**config.mk**
```make
export PLATFORM = sky130hd
export DESIGN_NAME = daqTop
export DESIGN_NICKNAME = d
export VERILOG_FILES = /design/src/hdl/daqPkg.sv /design/src/hdl/daqConfigIf.sv /design/src/hdl/daqTop.sv /design/src/hdl/eventPacker.sv /design/src/hdl/triggerHoldGen.sv /design/src/hdl/commandDecoder.sv
export SDC_FILE = /design/constraint.sdc
export NUM_CORES = 1
export LEC_CHECK = 0
export ABC_AREA = 1
export BUFFER_PORTS_ARGS = -buffer_cell sky130_fd_sc_hd__buf_2
export CAP_MARGIN = 5
export CORE_MARGIN = 8
export CORE_UTILIZATION = 45
export DETAILED_ROUTE_END_ITERATION = 8
export SETUP_SLACK_MARGIN = 0.5
export SYNTH_ARGS = -nofsm -noshare
export SYNTH_HDL_FRONTEND = slang
export SYNTH_SLANG_ARGS = --single-unit
```
**constraint.sdc**
```tcl
create_clock -name Clk -period 4.59 [get_ports Clk]
set_input_delay 0.2295 -clock Clk [delete_from_list [all_inputs] [get_ports Clk]]
set_output_delay 0.2295 -clock Clk [all_outputs]
set_load 0.05 [all_outputs]
```
**src/hdl/daqPkg.sv**
```systemverilog
package daqPkg;

    ////////////////////
    // Widths and sizes
    ////////////////////
    localparam int wordWidth        = 16; // Control and data words
    localparam int opcodeWidth      = 4;  // Top bits of a control word
    localparam int valueWidth       = 12; // Payload bits of a control word
    localparam int headerWidth      = 8;
    localparam int delayWidth       = 8;  // Hold delay and hold time counters
    localparam int eventNumWidth    = 16;
    localparam int lostWidth        = 8;  // Saturating drop counter
    localparam int eventBufferDepth = 4;  // Records waiting in the packer

    ////////////////////
    // Command opcodes
    ////////////////////
    localparam logic [opcodeWidth-1:0] opCoincid   = 4'd1;
    localparam logic [opcodeWidth-1:0] opHoldDelay = 4'd2;
    localparam logic [opcodeWidth-1:0] opHoldTime  = 4'd3;
    localparam logic [opcodeWidth-1:0] opHeader    = 4'd4;
    localparam logic [opcodeWidth-1:0] opAcq       = 4'd5; // Value bit 0 starts or stops

    // Values loaded at reset
    localparam logic [delayWidth-1:0]  defaultHoldDelay = 8'd4;
    localparam logic [delayWidth-1:0]  defaultHoldTime  = 8'd16;
    localparam logic [headerWidth-1:0] defaultHeader    = 8'hA5;

    ////////////////////
    // Types
    ////////////////////

    // Which trigger combination starts a hold
    typedef enum logic [1:0] {
        coincidOr    = 2'd0, // Any chip trigger
        coincidAnd   = 2'd1, // All three chip triggers
        coincidExt   = 2'd2, // External trigger only
        coincidTrig0 = 2'd3  // Chip trigger 0 only
    } coincidMode_t;

    // Active high trigger levels seen at the edge
    typedef struct packed {
        logic trig2;
        logic trig1;
        logic trig0;
        logic ext;   // LSB
    } trigPattern_t;

    // Zero bits between header and pattern in data word 0
    localparam int padWidth = wordWidth - headerWidth - $bits(trigPattern_t);

    // One accepted event as handed to the packer
    typedef struct packed {
        trigPattern_t               pattern;
        logic [eventNumWidth-1:0]   eventNum;
    } eventRecord_t;

endpackage
```
**src/hdl/daqConfigIf.sv**
```systemverilog
`timescale 1ns/10ps

// Decoded acquisition settings
// Written by the command decoder and read by the trigger and packer stages
interface daqConfigIf;

    daqPkg::coincidMode_t               coincidMode; // Trigger combination
    logic [daqPkg::delayWidth-1:0]      holdDelay;   // Cycles from edge to HOLD
    logic [daqPkg::delayWidth-1:0]      holdTime;    // HOLD width in cycles
    logic [daqPkg::headerWidth-1:0]     header;      // Upper byte of data word 0
    logic                               acqOn;       // Acquisition running

    // Register side
    modport decoder (
        output coincidMode, holdDelay, holdTime, header, acqOn
    );

    // Hold timing needs everything but the header
    modport trigger (
        input coincidMode, holdDelay, holdTime, acqOn
    );

    modport packer (
        input header
    );

endinterface

```
**src/hdl/daqTop.sv**
```systemverilog
`timescale 1ns/10ps

module daqTop (
    input  logic                           Clk,
    input  logic                           reset,
    // Host commands
    input  logic                           ctrlValid,
    input  logic [daqPkg::wordWidth-1:0]   ctrlWord,
    // Chip and external triggers
    input  logic                           outTrig0b,
    input  logic                           outTrig1b,
    input  logic                           outTrig2b,
    input  logic                           extTrigb,
    output logic                           hold,       // To the chips
    // Host data FIFO
    input  logic                           dataFull,
    output logic                           dataWrite,
    output logic [daqPkg::wordWidth-1:0]   dataWord,
    output logic [daqPkg::lostWidth-1:0]   lostEvents
);
    import daqPkg::*;

    logic           eventValid;
    eventRecord_t   eventRecord;

    daqConfigIf cfgBus ();

    ////////////////////
    // Decode
    ////////////////////
    commandDecoder u_decoder (
        .Clk       (Clk),
        .reset     (reset),
        .ctrlValid (ctrlValid),
        .ctrlWord  (ctrlWord),
        .cfg       (cfgBus.decoder)
    );

    ////////////////////
    // Trigger and hold
    ////////////////////
    triggerHoldGen u_trigger (
        .Clk         (Clk),
        .reset       (reset),
        .outTrig0b   (outTrig0b),
        .outTrig1b   (outTrig1b),
        .outTrig2b   (outTrig2b),
        .extTrigb    (extTrigb),
        .cfg         (cfgBus.trigger),
        .hold        (hold),
        .eventValid  (eventValid),
        .eventRecord (eventRecord)
    );

    // Records to host words
    eventPacker u_packer (
        .Clk         (Clk),
        .reset       (reset),
        .eventValid  (eventValid),
        .eventRecord (eventRecord),
        .dataFull    (dataFull),
        .cfg         (cfgBus.packer),
        .dataWrite   (dataWrite),
        .dataWord    (dataWord),
        .lostEvents  (lostEvents)
    );

endmodule

```
**src/hdl/eventPacker.sv**
```systemverilog
`timescale 1ns/10ps

module eventPacker (
    input  logic                           Clk,
    input  logic                           reset,
    input  logic                           eventValid,
    input  daqPkg::eventRecord_t           eventRecord,
    input  logic                           dataFull,    // Host FIFO level
    daqConfigIf.packer                     cfg,
    output logic                           dataWrite,
    output logic [daqPkg::wordWidth-1:0]   dataWord,
    output logic [daqPkg::lostWidth-1:0]   lostEvents
);
    import daqPkg::*;

    // Depth is a power of two so pointers wrap on their own
    typedef logic [$clog2(eventBufferDepth)-1:0] ptr_t;

    eventRecord_t                              buffer [eventBufferDepth];
    ptr_t                                      wrPtr;
    ptr_t                                      rdPtr;
    logic [$clog2(eventBufferDepth+1)-1:0]     fill;    // Records waiting
    logic                                      wordSel; // 0 pattern word, 1 number word
    logic                                      push;
    logic                                      pop;
    logic                                      drop;
    eventRecord_t                              head;

    ////////////////////
    // Record buffer
    ////////////////////
    assign drop = eventValid && (fill == eventBufferDepth); // Full buffer loses record
    assign push = eventValid && !drop;
    assign pop  = dataWrite && wordSel;                     // Second word retires entry

    always_ff @(posedge Clk) begin
        if (push) begin
            buffer[wrPtr] <= eventRecord;
        end
    end

    assign head = buffer[rdPtr];

    ////////////////////
    // Word serializer
    ////////////////////
    assign dataWrite = (fill != '0) && !dataFull; // Stall while host FIFO is full

    always_comb begin
        if (wordSel) begin
            dataWord = head.eventNum;
        end else begin
            dataWord = {cfg.header, {padWidth{1'b0}}, head.pattern};
        end
    end

    always_ff @(posedge Clk) begin
        if (reset) begin
            wrPtr      <= '0;
            rdPtr      <= '0;
            fill       <= '0;
            wordSel    <= 1'b0;
            lostEvents <= '0;
        end else begin
            if (push) begin
                wrPtr <= wrPtr + 1'b1;
            end
            if (pop) begin
                rdPtr <= rdPtr + 1'b1;
            end
            if (dataWrite) begin
                wordSel <= ~wordSel;
            end

            case ({push, pop})
                2'b10:   fill <= fill + 1'b1;
                2'b01:   fill <= fill - 1'b1;
                default: fill <= fill;     // Both or neither
            endcase

            // Saturate at all ones
            if (drop && lostEvents != '1) begin
                lostEvents <= lostEvents + 1'b1;
            end
        end
    end

    ////////////////////
    // Checks
    ////////////////////

    // No write into a full FIFO
    aStallOnFull: assert property (@(posedge Clk) disable iff (reset)
        dataFull |-> !dataWrite);

    // Pending record is not overwritten while it waits
    aPendingKept: assert property (@(posedge Clk) disable iff (reset)
        dataFull && fill != '0 |=> $stable(head));

    // Pointers agree with the fill count
    aNoOverrun: assert property (@(posedge Clk) disable iff (reset)
        fill <= eventBufferDepth && ptr_t'(wrPtr - rdPtr) == ptr_t'(fill));

endmodule

```
**src/hdl/triggerHoldGen.sv**
```systemverilog
`timescale 1ns/10ps

module triggerHoldGen (
    input  logic                   Clk,
    input  logic                   reset,
    input  logic                   outTrig0b,   // Chip triggers, active low
    input  logic                   outTrig1b,
    input  logic                   outTrig2b,
    input  logic                   extTrigb,    // External pin, active low
    daqConfigIf.trigger            cfg,
    output logic                   hold,
    output logic                   eventValid,  // One cycle after HOLD falls
    output daqPkg::eventRecord_t   eventRecord
);
    import daqPkg::*;

    typedef enum logic [1:0] {
        stIdle,
        stDelay,   // Waiting holdDelay cycles
        stHold,    // HOLD high for holdTime cycles
        stReport   // Hand record to packer
    } state_t;

    trigPattern_t               trigRaw;
    trigPattern_t               trigMeta;   // First synchronizer flop
    trigPattern_t               trigSync;   // Second flop feeds the logic
    logic                       coinc;
    logic                       coincPrev;
    logic                       coincEdge;
    logic                       accept;
    logic                       acqPrev;
    logic                       acqRise;
    logic [delayWidth-1:0]      timer;      // Shared by delay and hold phases
    logic [eventNumWidth-1:0]   eventCount; // Next number to hand out
    state_t                     state;

    ////////////////////
    // Trigger input
    ////////////////////
    assign trigRaw.trig2 = ~outTrig2b;
    assign trigRaw.trig1 = ~outTrig1b;
    assign trigRaw.trig0 = ~outTrig0b;
    assign trigRaw.ext   = ~extTrigb;

    // Coincidence select
    always_comb begin
        coinc = 1'b0;
        case (cfg.coincidMode)
            coincidOr:    coinc = trigSync.trig2 | trigSync.trig1 | trigSync.trig0;
            coincidAnd:   coinc = trigSync.trig2 & trigSync.trig1 & trigSync.trig0;
            coincidExt:   coinc = trigSync.ext;
            coincidTrig0: coinc = trigSync.trig0;
            default:      coinc = 1'b0;
        endcase
    end

    assign coincEdge = coinc & ~coincPrev;
    assign accept    = coincEdge && cfg.acqOn && state == stIdle; // Busy edges dropped
    assign acqRise   = cfg.acqOn & ~acqPrev;

    ////////////////////
    // Hold FSM
    ////////////////////
    always_ff @(posedge Clk) begin
        if (reset) begin
            trigMeta   <= '0;
            trigSync   <= '0;
            coincPrev  <= 1'b0;
            acqPrev    <= 1'b0;
            eventCount <= '0;
            timer      <= '0;
            state      <= stIdle;
        end else begin
            trigMeta  <= trigRaw;
            trigSync  <= trigMeta;
            coincPrev <= coinc;
            acqPrev   <= cfg.acqOn;

            // New run restarts numbering
            if (acqRise) begin
                eventCount <= accept ? eventNumWidth'(1) : '0;
            end else if (accept) begin
                eventCount <= eventCount + 1'b1;
            end

            case (state)
                stIdle: begin
                    if (accept && cfg.holdDelay == '0) begin
                        state <= stHold; // No delay so HOLD starts now
                        timer <= cfg.holdTime;
                    end else if (accept) begin
                        state <= stDelay;
                        timer <= cfg.holdDelay;
                    end
                end
                stDelay: begin
                    if (timer <= 1) begin
                        state <= stHold;
                        timer <= cfg.holdTime;
                    end else begin
                        timer <= timer - 1'b1;
                    end
                end
                stHold: begin
                    if (timer <= 1) begin
                        state <= stReport; // Zero width acts as one
                    end else begin
                        timer <= timer - 1'b1;
                    end
                end
                default: begin
                    state <= stIdle;
                end
            endcase
        end
    end

    // Pattern and number captured at the accepted edge
    always_ff @(posedge Clk) begin
        if (accept) begin
            eventRecord.pattern  <= trigSync;
            eventRecord.eventNum <= acqRise ? '0 : eventCount;
        end
    end

    assign hold       = (state == stHold);
    assign eventValid = (state == stReport);

    ////////////////////
    // Checks
    ////////////////////

    // Edge without acquisition starts no hold sequence
    aNoHoldWithoutAcq: assert property (@(posedge Clk) disable iff (reset)
        state == stIdle && coincEdge && !cfg.acqOn |=> state == stIdle);

    aValidPulse: assert property (@(posedge Clk) disable iff (reset)
        eventValid |=> !eventValid);

endmodule

```
**src/hdl/commandDecoder.sv**
```systemverilog
`timescale 1ns/10ps

module commandDecoder (
    input  logic                           Clk,
    input  logic                           reset,
    input  logic                           ctrlValid,  // One cycle per command
    input  logic [daqPkg::wordWidth-1:0]   ctrlWord,
    daqConfigIf.decoder                    cfg
);
    import daqPkg::*;

    logic [opcodeWidth-1:0] opcode;
    logic [valueWidth-1:0]  value;

    ////////////////////
    // Field split
    ////////////////////
    assign opcode = ctrlWord[wordWidth-1 -: opcodeWidth]; // Bits 15:12
    assign value  = ctrlWord[valueWidth-1:0];             // Bits 11:0

    ////////////////////
    // Config registers
    ////////////////////

    // One register per opcode
    // Everything else keeps its last value
    always_ff @(posedge Clk) begin
        if (reset) begin
            cfg.coincidMode <= coincidOr;
            cfg.holdDelay   <= defaultHoldDelay;
            cfg.holdTime    <= defaultHoldTime;
            cfg.header      <= defaultHeader;
            cfg.acqOn       <= 1'b0; // Idle until the host starts a run
        end else if (ctrlValid) begin
            case (opcode)
                opCoincid: begin
                    cfg.coincidMode <= coincidMode_t'(value[1:0]);
                end
                opHoldDelay: begin
                    cfg.holdDelay <= value[delayWidth-1:0];
                end
                opHoldTime: begin
                    cfg.holdTime <= value[delayWidth-1:0];
                end
                opHeader: begin
                    cfg.header <= value[headerWidth-1:0];
                end
                opAcq: begin
                    cfg.acqOn <= value[0];
                end
                default: begin
                    // Unknown opcode
                end
            endcase
        end
    end

    ////////////////////
    // Checks
    ////////////////////

    // A known opcode shows its masked value one cycle later
    property pFieldLoad(op, logic [valueWidth-1:0] field, logic [valueWidth-1:0] mask);
        @(posedge Clk) disable iff (reset)
            ctrlValid && opcode == op |=> field == ($past(value) & mask);
    endproperty

    aCoincidLoad: assert property (pFieldLoad(opCoincid,
        valueWidth'(cfg.coincidMode), valueWidth'(2'b11)));
    aDelayLoad: assert property (pFieldLoad(opHoldDelay,
        valueWidth'(cfg.holdDelay), valueWidth'(8'hFF)));
    aTimeLoad: assert property (pFieldLoad(opHoldTime,
        valueWidth'(cfg.holdTime), valueWidth'(8'hFF)));
    aHeaderLoad: assert property (pFieldLoad(opHeader,
        valueWidth'(cfg.header), valueWidth'(8'hFF)));
    aAcqLoad: assert property (pFieldLoad(opAcq,
        valueWidth'(cfg.acqOn), valueWidth'(1'b1)));

endmodule

```
# Word level (Yosys, flattened, before mapping)
# Memory sizes are Yosys's and may differ from the RTL's. A register that Yosys moved wholly into a read port is not among the register bits.
# Cells that the tools add are included.
# word_totals
output_inout_bits,26
n_memories,1
regBits,99
in_bits,24
mem_bits_rw,80
mem_bits_ro,0
word_cells,113
latch_bits,0
# classes
eq_ne,19
n_mul,0
div,0
n_addsub,7
reduce_logical,24
magnitude_cmp,1
shifts,0
bitwise_logic,13
n_mux,20
# mem_list
name,depth,word_bits,read_ports,rd_clocked_by_memory_dff,write_ports,line_no,rtl
u_packer.buffer,4,20,1,1,1,eventPacker.sv:19,eventRecord_t buffer [eventBufferDepth];
# ops
cell,n
$mux W16,3
$mux W8,4
$pmux W8 S3,1
$add A16 B1 Y16 const B,1
$mux W2,6
$eq A2 B2 Y1 const B,5
$reduce_and A2 Y1,5
$add A8 B1 Y8 const B,1
$eq A4 B2 Y1 const B,2
$eq A4 B3 Y1 const B,2
$le A8 B1 Y1 const B,1
$logic_and A1 B1 Y1,8
$logic_not A8 Y1,1
$ne A8 B8 Y1 const B,1
$sub A8 B1 Y8 const B,1
$not A1 Y1,7
$eq A2 B1 Y1 const B,3
$pmux W2 S3,1
$pmux W3 S2,1
$reduce_and A3 Y1,2
$reduce_bool A3 Y1,2
$add A2 B1 Y2 const B,2
$and A1 B1 Y1,4
$eq A4 B1 Y1 const B,1
other kinds (12),19

# Longest topological paths before layout
# Gate-level depths: netlist (run 1).
# depth
depth_word,9
depth_mapped,11
depth_no_buf,11

# Cells and area by module
# Synthesis (run 1) repeated with hierarchy kept, for this count alone.
# unflattened
cells_unflattened,929
hier_area_um2,8244.2
# by_module_without_submodules
mod,area_per_inst_um2,instances,cells_per_inst
eventPacker,4070.2,1,374
triggerHoldGen,3000.4,1,384
commandDecoder,1173.6,1,171

# Worst setup path before layout (run 1)
# OpenSTA, ideal clock, no wires.
# synth_timing
path_kind,reg2reg
from,register u_packer.fill[1]
to,register u_packer.fill[2]
period_less_slack_ns,2.817
t_arrival_ns,2.695
n_path_buf,0
t_required_ns,4.468
stages_incl_launch_ff,12
setup_slack_ns,1.773
setup_time_ns,0.122
cell_sequence,dfxtp_1 inv_1 a31oi_1 nand2_1 inv_1 ha_1 inv_1 fa_1 a21oi_1 o21ai_0 o21ai_0 a21oi_1
# synth_between
elab_cells_between_ends,13
cone_classes,2 x add/sub; 3 x eq/ne; 1 x mux; 7 x reduce/logical
# synth_lines
element,line_no,rtl
from (decl),eventPacker.sv:22,logic [$clog2(eventBufferDepth+1)-1:0] fill;
from (signal assigned),eventPacker.sv:76,2'b10: fill <= fill + 1'b1;
from (signal assigned),eventPacker.sv:77,2'b01: fill <= fill - 1'b1;
from (signal assigned),eventPacker.sv:78,default: fill <= fill;
$reduce_bool A3 Y1 *,eventPacker.sv:47,assign dataWrite = (fill != '0) && !dataFull;
$logic_and A1 B1 Y1 *,eventPacker.sv:47,
named net dataWrite,daqTop.sv:17,"output logic dataWrite,"
$logic_and A1 B1 Y1 *,eventPacker.sv:34,assign pop = dataWrite && wordSel;
named net u_packer.pop,eventPacker.sv:25,logic pop;
$eq A2 B1 Y1 or $eq A2 B2 Y1 (tied branches),eventPacker.sv:75,"case ({push, pop})"
$pmux W3 S2 or $reduce_bool A2 Y1 (tied branches),--,
# The timed path passes the listed nets; every way through them passes the cells marked *.
# A chain may end at the register's enable or synchronous reset.

==> impl_metrics.csv, run 1 <==
group,metric,value,unit
clocking,cts.sinks,181,
placed_design,io_buffers,45,
synthesis,synthFlopType,"edfxtp_1",
synthesis,synth_compound_area_share,12.3,%
timing,final-max-slew-violation-count,0,
route,remaining_drc_errors,0,
clocking,clkLatencyLatePin,430,ps
route,drtPass1Iterations,5,
setup_path,endpoint_kind,"primary output",
floorplan,fp-row-count,48,
route,wl_per_cell,14.8,microns
synthesis,postSynthAreaPerCell,9.24,sq um
floorplan,num_io_pins,50,
synthesis,ys_seq_elements,181,
clocking,cts_tree,"done",
pwr,ir_worst_vdd,0.000430,V
synthesis,yosysWarnings,0,
global_routing,grt_max_degree,41,
cells_and_area,fillCellCount,1640,
cells_and_area,finish.instance_area,9040,sq um
synthesis,synth_fa_ha_area_share,2.44,%
synthesis,synth-edff-count,100,
synthesis,muxShareOfSynthArea,0,%
global_routing,use_met1,20.6,%
floorplan,dieArea,22300,sq um
floorplan,die_w,149,microns
cells_and_area,regArea,4620,sq um
timing,rsz0062_at_grt,"false",
synthesis,synthesis.area,7990,sq um
route,wl,17000,microns
synthesis,synthXorXnorAreaFrac,1.43,%
job,cap_violations,0,
pwr,power.density,468,nW/um^2
synthesis,synthArstFlopShare,0,%
route,antenna_left,0,
cells_and_area,fin_nets,950,
placed_design,placed_area,8440,sq um
setup_path,r2r_cells,4,
global_routing,grt_overflow_total,0,
clocking,cts_buffers,17,
run_status,status,"complete, no violations",
timing,fmax,0.379,GHz
cells_and_area,diodes,0,
setup_path,required,4360,ps
cells_and_area,drive_gt1_share,14.1,%
route,viasPerCell,5.02,
setup_path,cp.arrival,2410,ps
timing,period_share,57.5,%
synthesis,synth_top_family_by_area,"simple AND/OR/NAND/NOR gates",
hold_path,hold_path_depth,3,
setup_path,worstSetupPathType,"reg2out",
route,vias,5767,
synthesis,syn_inst,864,
clocking,cts_root_buf,"clkbuf_16",
synthesis,yosysMostFrequentCell,"nor2_1",
clocking,cts_buffer_depth,2,
synthesis,yosys-top-cells-area,"edfxtp_1 (38%), dfxtp_1 (20%), nor2_1 (7.5%), nand2_1 (4.6%), o21ai_0 (4.6%)",
cells_and_area,finalNonFillerCells,1149,
floorplan,die_y,149,microns
timing,tightest_slew,1130,ps
synthesis,synth.distinct_cells,42,
timing,fin_setup_tns,0,ps
timing,clock_skew,8.57,ps
cells_and_area,multi_input_area,2870,sq um
synthesis,synthSimpleGateAreaFrac,19.7,%
clocking,h-tree-depth,4,
global_routing,grt_pass1_wl,27900,microns
synthesis,syn-num-nets,903,
placed_design,gp_congestion,0.855,
synthesis,yosys.area.top_type_share,37.6,%
clocking,clkTransAtPathRegs,70,ps
floorplan,core_area,17400,sq um
cells_and_area,areaGrowthSynthToFinish,13.2,%
hold_path,hold_class,"in2reg",
synthesis,synth_common_cells,"nor2_1 (159), edfxtp_1 (100), nand2_1 (98)",
global_routing,grt_util_all_layers,15.8,%
global_routing,grt_antenna_before_repair,0,
global_routing,use_met2,26.0,%
setup_path,path_max_fanout,21,
timing,period_needed,2640,ps
pwr,p_leak,3.39,nW
synthesis,synth_top_cell_by_area,"edfxtp_1",
global_routing,first_global_vias,5500,
global_routing,grt-busiest-layer,"met2",
synthesis,synth_seq_area_share,57.9,%
route,drt_iter0_markers,378,
placed_design,dp_hpwl,11400,microns
timing,hold_viol_final,0,
placed_design,placedCellCount,1113,
floorplan,initial_utilization,46.0,%
timing,setup_violations,0,
timing,max_slew_margin,24.6,%
setup_path,critPathLaunchType,"register",
global_routing,use_met3,2.52,%
==> final cells by class <==
cell class / count / area share [%]
multi-input combinational: 556 / 31.8
inverter: 97 / 4.08
sequential: 181 / 51.2
clock buffer: 17 / 4.71
timing repair buffer: 58 / 3.68
clock inverter: 15 / 1.50
tap: 225 / 3.11
==> metal layers <==
metal / vias to the layer above / part of all wire [%]
met5: - / 0
met1: 2649 / 47
met3: 19 / 3.9
met4: 0 / 1.8
li1: 2998 / -
met2: 101 / 47
==> placed cells by master (no fill, tap or decap), drive strengths merged, types with 2 or more instances in the layout <==
cell           n
dfxtp         81
o21ai         87
o22ai          4
nor2         168
inv          105
a21oi         65
buf           54
edfxtp       100
o21a           2
nand2        104
nor3b          2
nor3          13
xor2          12
o211ai         6
ha            14
clkbuf        17
nor4           3
a31oi         14
nand4         11
nand3         48
dlygate4sd3    4
clkinv         6
==> where the power goes <==
part | switching, mW | internal [mW] | total (mW)
Combinational | 0.690 | 0.338 | 1.03
Clock | 0.668 | 0.719 | 1.39
Sequential | 0.0526 | 1.76 | 1.81
Total | 1.41 | 2.82 | 4.23
==> per-stage QoR <==
| stage | hold WS, ps | setup slack, ps | utilization [%] | power (mW) |
|---|---|---|---|---|
| 2_1_floorplan | 302 | 1770 | - | 2.66 |
| 4_1_cts | 51.2 | 1930 | 52.1 | 4.26 |
| 5_1_grt | 63.8 | 1750 | 52.1 | 4.44 |
| 6_report | 58.9 | 1950 | 52.1 | 4.23 |
| 3_5_place_dp | 387 | 2160 | 48.6 | 2.88 |
| 3_3_place_gp | 386 | 2180 | 48.6 | 2.87 |
==> worst paths after layout <==
kind	from	to	slack, ps
worst max-delay path	register	dataWord[3]	1950
worst min-delay path	ctrlWord[2]	u_decoder.cfg.header[2]	60
worst max register to register	u_trigger.state[1]	u_packer.buffer[1][7]	2200
worst min register to register	u_trigger.trigMeta[2]	u_trigger.trigSync[2]	400
==> worst max-delay path: stages, from the launching register on <==
cell	delay [ps]
dfxtp_1	300
buf_4	210
inv_1	570
o21ai_0	210
o22ai_1	160
nor2_1	80
a31oi_1	150
buf_2	280
==> kinds of logic (layout without fill, tap and decap cells) <==
group	count (synthesis)	in the layout
and+or+nand+nor	350	350
AOI/OAI and AO/OA	178	178
buffers and inverters	127	187
adders and majority gates	15	15
xor gates and xnor gates	13	13
DFF	181	181
==> flip-flops by register name (all words and copies together), names as in the netlist, 2 cells and up, named ones only <==
name and count:
u_trigger.trigSync 4, u_decoder.cfg.coincidMode 2, u_decoder.cfg.header 8, u_trigger.eventCount 16, u_decoder.cfg.holdDelay 8, u_packer.wrPtr 2, u_packer.fill 3, u_trigger.timer 8
u_trigger.trigMeta 4, u_packer.lostEvents 8, u_packer.rdPtr 2, u_packer.buffer 80, u_decoder.cfg.holdTime 8, u_trigger.state 2, u_trigger.eventRecord 20
==> what timing repair did <==
| action | CTS | global route |
|---|---|---|
| buffers inserted | 0 | 0 |
| hold buffers | 4 | 0 |
| gates resized for setup | 0 | 0 |
| hold endpoints to repair | 4 | 0 |
| setup endpoints to repair | 0 | 0 |
Power figures use the tool's default switching activity.
==> run 2, diff against run 1 <==
- clock period: 4.59 -> 2.59 ns (I/O delays scaled with it)
==> run 2 against run 1 <==
Combinational power grew 83%. Worst hold slack lost 40 ps. Global-route usage grew 0.25 points. Clock-buffer cell count is the same. Critical path type unchanged. Highest routed layer unchanged. Sequential power grew 77%.
==> impl_metrics.csv, run 2 (synthesis results as in run 1) <==
group,metric,value,unit
cells_and_area,drive_gt1_share,16.2,%
global_routing,grt_overflow_total,0,
clocking,h-tree-depth,4,
timing,setup_ws,576,ps
clocking,cts_root_buf,"clkbuf_16",
timing,period_share,77.8,%
timing,hold_viol_final,0,
placed_design,place_ws,518,ps
setup_path,cp_num_cells,5,
route,drt_iter0_markers,380,
cells_and_area,largest_reg_flops,80,
global_routing,use_met2,26.4,%
clocking,cts_tree,"done",
cells_and_area,top_register,"u_packer.buffer",
clocking,cts.sinks,181,
floorplan,num_io_pins,50,
setup_path,r2r_start,"u_packer.fill[0]",
floorplan,fp-row-count,48,
hold_path,hp-start,"ctrlWord[1]",
run_status,status,"complete, no violations",
setup_path,endpoint_kind,"primary output",
route,vias,5823,
timing,tightest_slew,564,ps
setup_path,worstSetupPathType,"reg2out",
setup_path,critPathBufInv,3,
placed_design,io_buffers,45,
cells_and_area,diodes,0,
timing,period_needed,2010,ps
route,wl_per_cell,14.8,microns
setup_path,crit_path_top_delay_cell,"dfxtp_4",
global_routing,grt-busiest-layer,"met2",
route,wl,17300,microns
floorplan,die_w,149,microns
cells_and_area,fin_nets,969,
pwr,ir_worst_vdd,0.000885,V
floorplan,core_area,17400,sq um
route,remaining_drc_errors,0,
timing,holdWs,18.6,ps
clocking,clkLatencyLatePin,430,ps
timing,setup_violations,0,
cells_and_area,final_common_cell,"nor2_1",
timing,fmax,0.496,GHz
cells_and_area,final_cell_mix,"nor2_1 (155), edfxtp_1 (100), nand2_1 (96)",
floorplan,die_y,149,microns
cells_and_area,areaGrowthSynthToFinish,16.8,%
route,drtPass1Iterations,5,
setup_path,max_stage_delay,390,ps
timing,final-max-slew-violation-count,0,
timing,clock_skew,10.4,ps
setup_path,path_cells,"inv_1 -> buf_4 -> o21ai_0 -> a31oi_1 -> clkbuf_4",
pwr,design_power_total,7.74,mW
clocking,cts_buffers,17,
timing,rsz0062_at_grt,"false",
cells_and_area,fin_util,53.7,%
job,cap_violations,0,
route,viasPerCell,4.99,
pwr,p_leak,3.51,nW
global_routing,grt_pass1_wl,28000,microns
hold_path,hold_path_depth,3,
setup_path,crit_family,"buffers and inverters",
global_routing,grt_util_all_layers,16.1,%
global_routing,use_met1,21.0,%
floorplan,initial_utilization,46.0,%
setup_path,cp.arrival,1880,ps
global_routing,first_global_vias,5513,
global_routing,use_met3,2.85,%
route,antenna_left,0,
pwr,power.density,830,nW/um^2
setup_path,required,2460,ps
global_routing,grt_antenna_before_repair,0,
global_routing,grt_max_degree,41,
placed_design,gp_congestion,0.801,
clocking,cts_buffer_depth,2,
timing,fin_setup_tns,0,ps
setup_path,path_max_fanout,18,
hold_path,hold_class,"in2reg",
setup_path,r2r_cells,11,
placed_design,dp_hpwl,11600,microns
setup_path,critPathLaunchType,"register",
cells_and_area,largestRegisters,"u_packer.buffer: 80 flops, u_trigger.eventRecord: 20 flops, u_trigger.eventCount: 16 flops",
timing,max_slew_margin,62.2,%
floorplan,dieArea,22300,sq um
clocking,clkTransAtPathRegs,70,ps
[run 2: per-layer routing]
| metal | share of wire (%) | up-vias |
|---|---|---|
| met1 | 48 | 2692 |
| li1 | - | 3041 |
| met5 | 0 | - |
| met2 | 47 | 73 |
| met4 | 1.0 | 0 |
| met3 | 3.1 | 17 |
[run 2: area by class of cell]
type / count / area (sq um)
fill: 1583 / 8030
sequential: 181 / 4630
multi-input combinational: 556 / 2900
timing repair buffer: 76 / 526
clock buffer: 17 / 425
inverter: 97 / 380
tap: 225 / 282
clock inverter: 15 / 180
timing repair inverter: 1 / 7.51
[run 2: final timing paths]
kind / slack [ps] / end
max: 580 / dataWord[8]
min: 20 / u_decoder.cfg.holdTime[1]
max reg2reg: 670 / u_packer.fill[2]
min reg2reg: 400 / u_trigger.trigSync[3]
[run 2: power breakdown]
part / internal (mW) / leakage (nW) / total, mW / switching, mW
clock: 1.47 / 0.302 / 2.65 / 1.18
combinational: 0.627 / 1.66 / 1.88 / 1.25
sequential: 3.11 / 1.55 / 3.21 / 0.0954
total: 5.21 / 3.51 / 7.74 / 2.52
[run 2: stage by stage]
stage,std cells,area [sq um]
CTS,1165,9260
finish,1168,9330
global placement,1120,8510
floorplan,864,8000
detailed placement,1120,8510
global route,1168,9330
[run 2: tightest hold or removal path, stage by stage]
cell and delay, ps:
buf_2 130, nor2_1 50, nor2_1 90
[run 2: repair_timing]
action	4_1_cts	5_1_grt
hold buffers	10	0
gates resized for setup	5	16
gates cloned	0	1
setup buffers	3	2
setup endpoints to repair	13	14
hold endpoints to repair	12	0
pin swaps	0	2
==> run 3, diff against run 2 <==
- clock period: 2.59 -> 1.78 ns (I/O delays scaled with it)
==> run 3 against run 2 <==
The run now ends with negative setup slack left. Non-clock buffer count grew 86. Clock power up 43%. First-iteration DRC count rose by 37%. Register-to-register slack worse by 780 ps. Clock-buffer cell count unchanged. Die area is the same. Clock skew shrank 1.5 ps. Worst setup slack worse by 690 ps. Design area rose by 29%. Worst hold slack is essentially flat. Combinational power is 130% higher. Wire length is 35% higher.
==> impl_metrics.csv, run 3 (synthesis results as in run 1) <==
group,metric,value,unit
placed_design,io_buffers,45,
hold_path,hold_class,"in2reg",
timing,setup_ws,-110,ps
clocking,cts.sinks,181,
setup_path,path_max_fanout,3,
timing,period_share,106,%
placed_design,dp_hpwl,13000,microns
clocking,h-tree-depth,4,
route,viasPerCell,5.38,
cells_and_area,diodes,0,
setup_path,endpoint_kind,"register",
global_routing,grt_pass1_wl,35600,microns
floorplan,initial_utilization,46.0,%
pwr,p_seq_share,36.8,%
floorplan,die_y,149,microns
clocking,cts_root_buf,"clkbuf_16",
floorplan,dieArea,22300,sq um
timing,rsz0062_at_grt,"true",
cells_and_area,finalNonFillerCells,1257,
route,wl,23300,microns
pwr,p_int,8.53,mW
global_routing,grt_util_all_layers,20.5,%
global_routing,grt_max_degree,40,
placed_design,place_ws,-121,ps
global_routing,grt_overflow_total,0,
cells_and_area,regArea,4660,sq um
pwr,p_sw,4.27,mW
floorplan,die_w,149,microns
clocking,clkLatencyLatePin,440,ps
cells_and_area,largest_reg_flops,80,
run_status,failed_checks,"negative setup slack",
route,remaining_drc_errors,0,
floorplan,core_area,17400,sq um
cells_and_area,fillCellCount,1210,
setup_path,worstSetupPathType,"reg2reg",
cells_and_area,finish.instance_area,12000,sq um
timing,final-max-slew-violation-count,0,
job,cap_violations,0,
route,wl_per_cell,18.6,microns
setup_path,cp.arrival,2210,ps
route,antenna_left,0,
clocking,clkTransAtPathRegs,60,ps
clocking,cts_buffer_depth,2,
timing,setup_violations,13,
cells_and_area,drive_gt1_share,44.3,%
route,vias,6758,
cells_and_area,final_common_cell,"nor2_1",
pwr,swShare,33.4,%
route,drt_iter0_markers,522,
cells_and_area,fin_nets,1059,
cells_and_area,top_register,"u_packer.buffer",
clocking,cts_buffers,17,
cells_and_area,multi_input_area,4150,sq um
timing,max_slew_margin,69.5,%
timing,fmax,0.529,GHz
pwr,ir_worst_vdd,0.00144,V
cells_and_area,areaGrowthSynthToFinish,50.3,%
pwr,comb_power_share,33.6,%
timing,tightest_slew,457,ps
pwr,clock_power_share,29.6,%
pwr,p_leak,4.43,nW
timing,fin_setup_tns,-684,ps
pwr,power.density,1070,nW/um^2
timing,clock_skew,8.84,ps
run_status,status,"finished, violations left",
cells_and_area,final_cell_mix,"nor2_1 (103), edfxtp_1 (100), nand2_1 (72)",
floorplan,fp-row-count,48,
timing,holdWs,18.1,ps
placed_design,placed_area,9040,sq um
timing,hold_viol_final,0,
setup_path,required,2100,ps
timing,period_needed,1890,ps
cells_and_area,largestRegisters,"u_packer.buffer: 80 flops, u_trigger.eventRecord: 20 flops, u_trigger.eventCount: 16 flops",
placed_design,gp_congestion,0.874,
placed_design,placedCellCount,1128,
clocking,cts_tree,"done",
setup_path,critPathLaunchType,"register",
floorplan,num_io_pins,50,
global_routing,first_global_vias,6839,
global_routing,grt_antenna_before_repair,0,
route,drtPass1Iterations,5,
[run 3: cell types whose count changed in the layout (fill, tap and decap cells not counted), sizes merged]
cell	change
inv	-6
clkinv	+8
clkbuf	-2
bufinv	+1
dlygate4sd3	+5
buf	+83
clkinvlp	-1
nand2	+1
[run 3: area by class of cell]
| cell class | count | area share (%) |
|---|---|---|
| Clock buffer | 17 | 3.54 |
| Timing Repair Buffer | 162 | 15.4 |
| Timing Repair inverter | 4 | 0.417 |
| Clock inverter | 14 | 1.32 |
| Multi-Input combinational cell | 557 | 34.6 |
| Inverter | 97 | 3.61 |
| Tap cell | 225 | 2.35 |
| Sequential cell | 181 | 38.8 |
[run 3: path summary, 6_finish.rpt]
kind / start / slack (ps) / depth (start not counted) / to
setup / recovery: u_packer.fill[0] / -110 / 11 / u_packer.fill[2]
hold / removal: ctrlWord[13] / 20 / 4 / u_decoder.cfg.coincidMode[0]
setup reg to reg: u_packer.fill[0] / -110 / 11 / u_packer.fill[2]
hold reg to reg: u_trigger.trigMeta[3] / 410 / 2 / u_trigger.trigSync[3]
[run 3: worst max-delay path, stage by stage (launching register included)]
cell     delay, ps
dfxtp_2        370
inv_4           60
a31oi_4        200
nand2_2         80
inv_2           80
ha_4           130
inv_2           40
fa_2           360
a21oi_2        160
o21ai_2         80
o21ai_1        140
a21oi_1         60
[run 3: power by group through the flow]
stage	Clock [mW]	Sequential, mW	Combinational, mW
3_5_place_dp	0	4.81	3.03
2_1_floorplan	0	4.77	2.46
6_report	3.78	4.71	4.30
4_1_cts	3.81	4.70	3.99
5_1_grt	3.99	4.73	4.63
3_3_place_gp	0	4.80	2.99
[run 3: per-layer routing]
layer / up-vias / wire, microns / share of wire, % / track usage [%]
met5: - / 0 / 0 / 0
met4: 0 / 820 / 3.5 / 8.23
met3: 62 / 917 / 3.9 / 4.40
met2: 176 / 12200 / 52 / 36.1
met1: 3283 / 9440 / 40 / 23.9
li1: 3237 / - / - / -
[run 3: through the flow]
stage,utilization (%),power [mW]
after floorplan,-,7.23
after global placement,52.1,7.79
after detailed placement,52.1,7.84
after CTS,64.2,12.5
after global routing,69.2,13.4
final,69.2,12.8
[run 3: what timing repair did]
item                                    in CTS  in global routing
setup buffers                               48                 16
pin swaps                                   61                 84
resized for setup                          208                170
cloned                                      17                  2
endpoints found under the setup margin     158                170
hold endpoints to repair                    19                  0
hold buffers                                15                  0
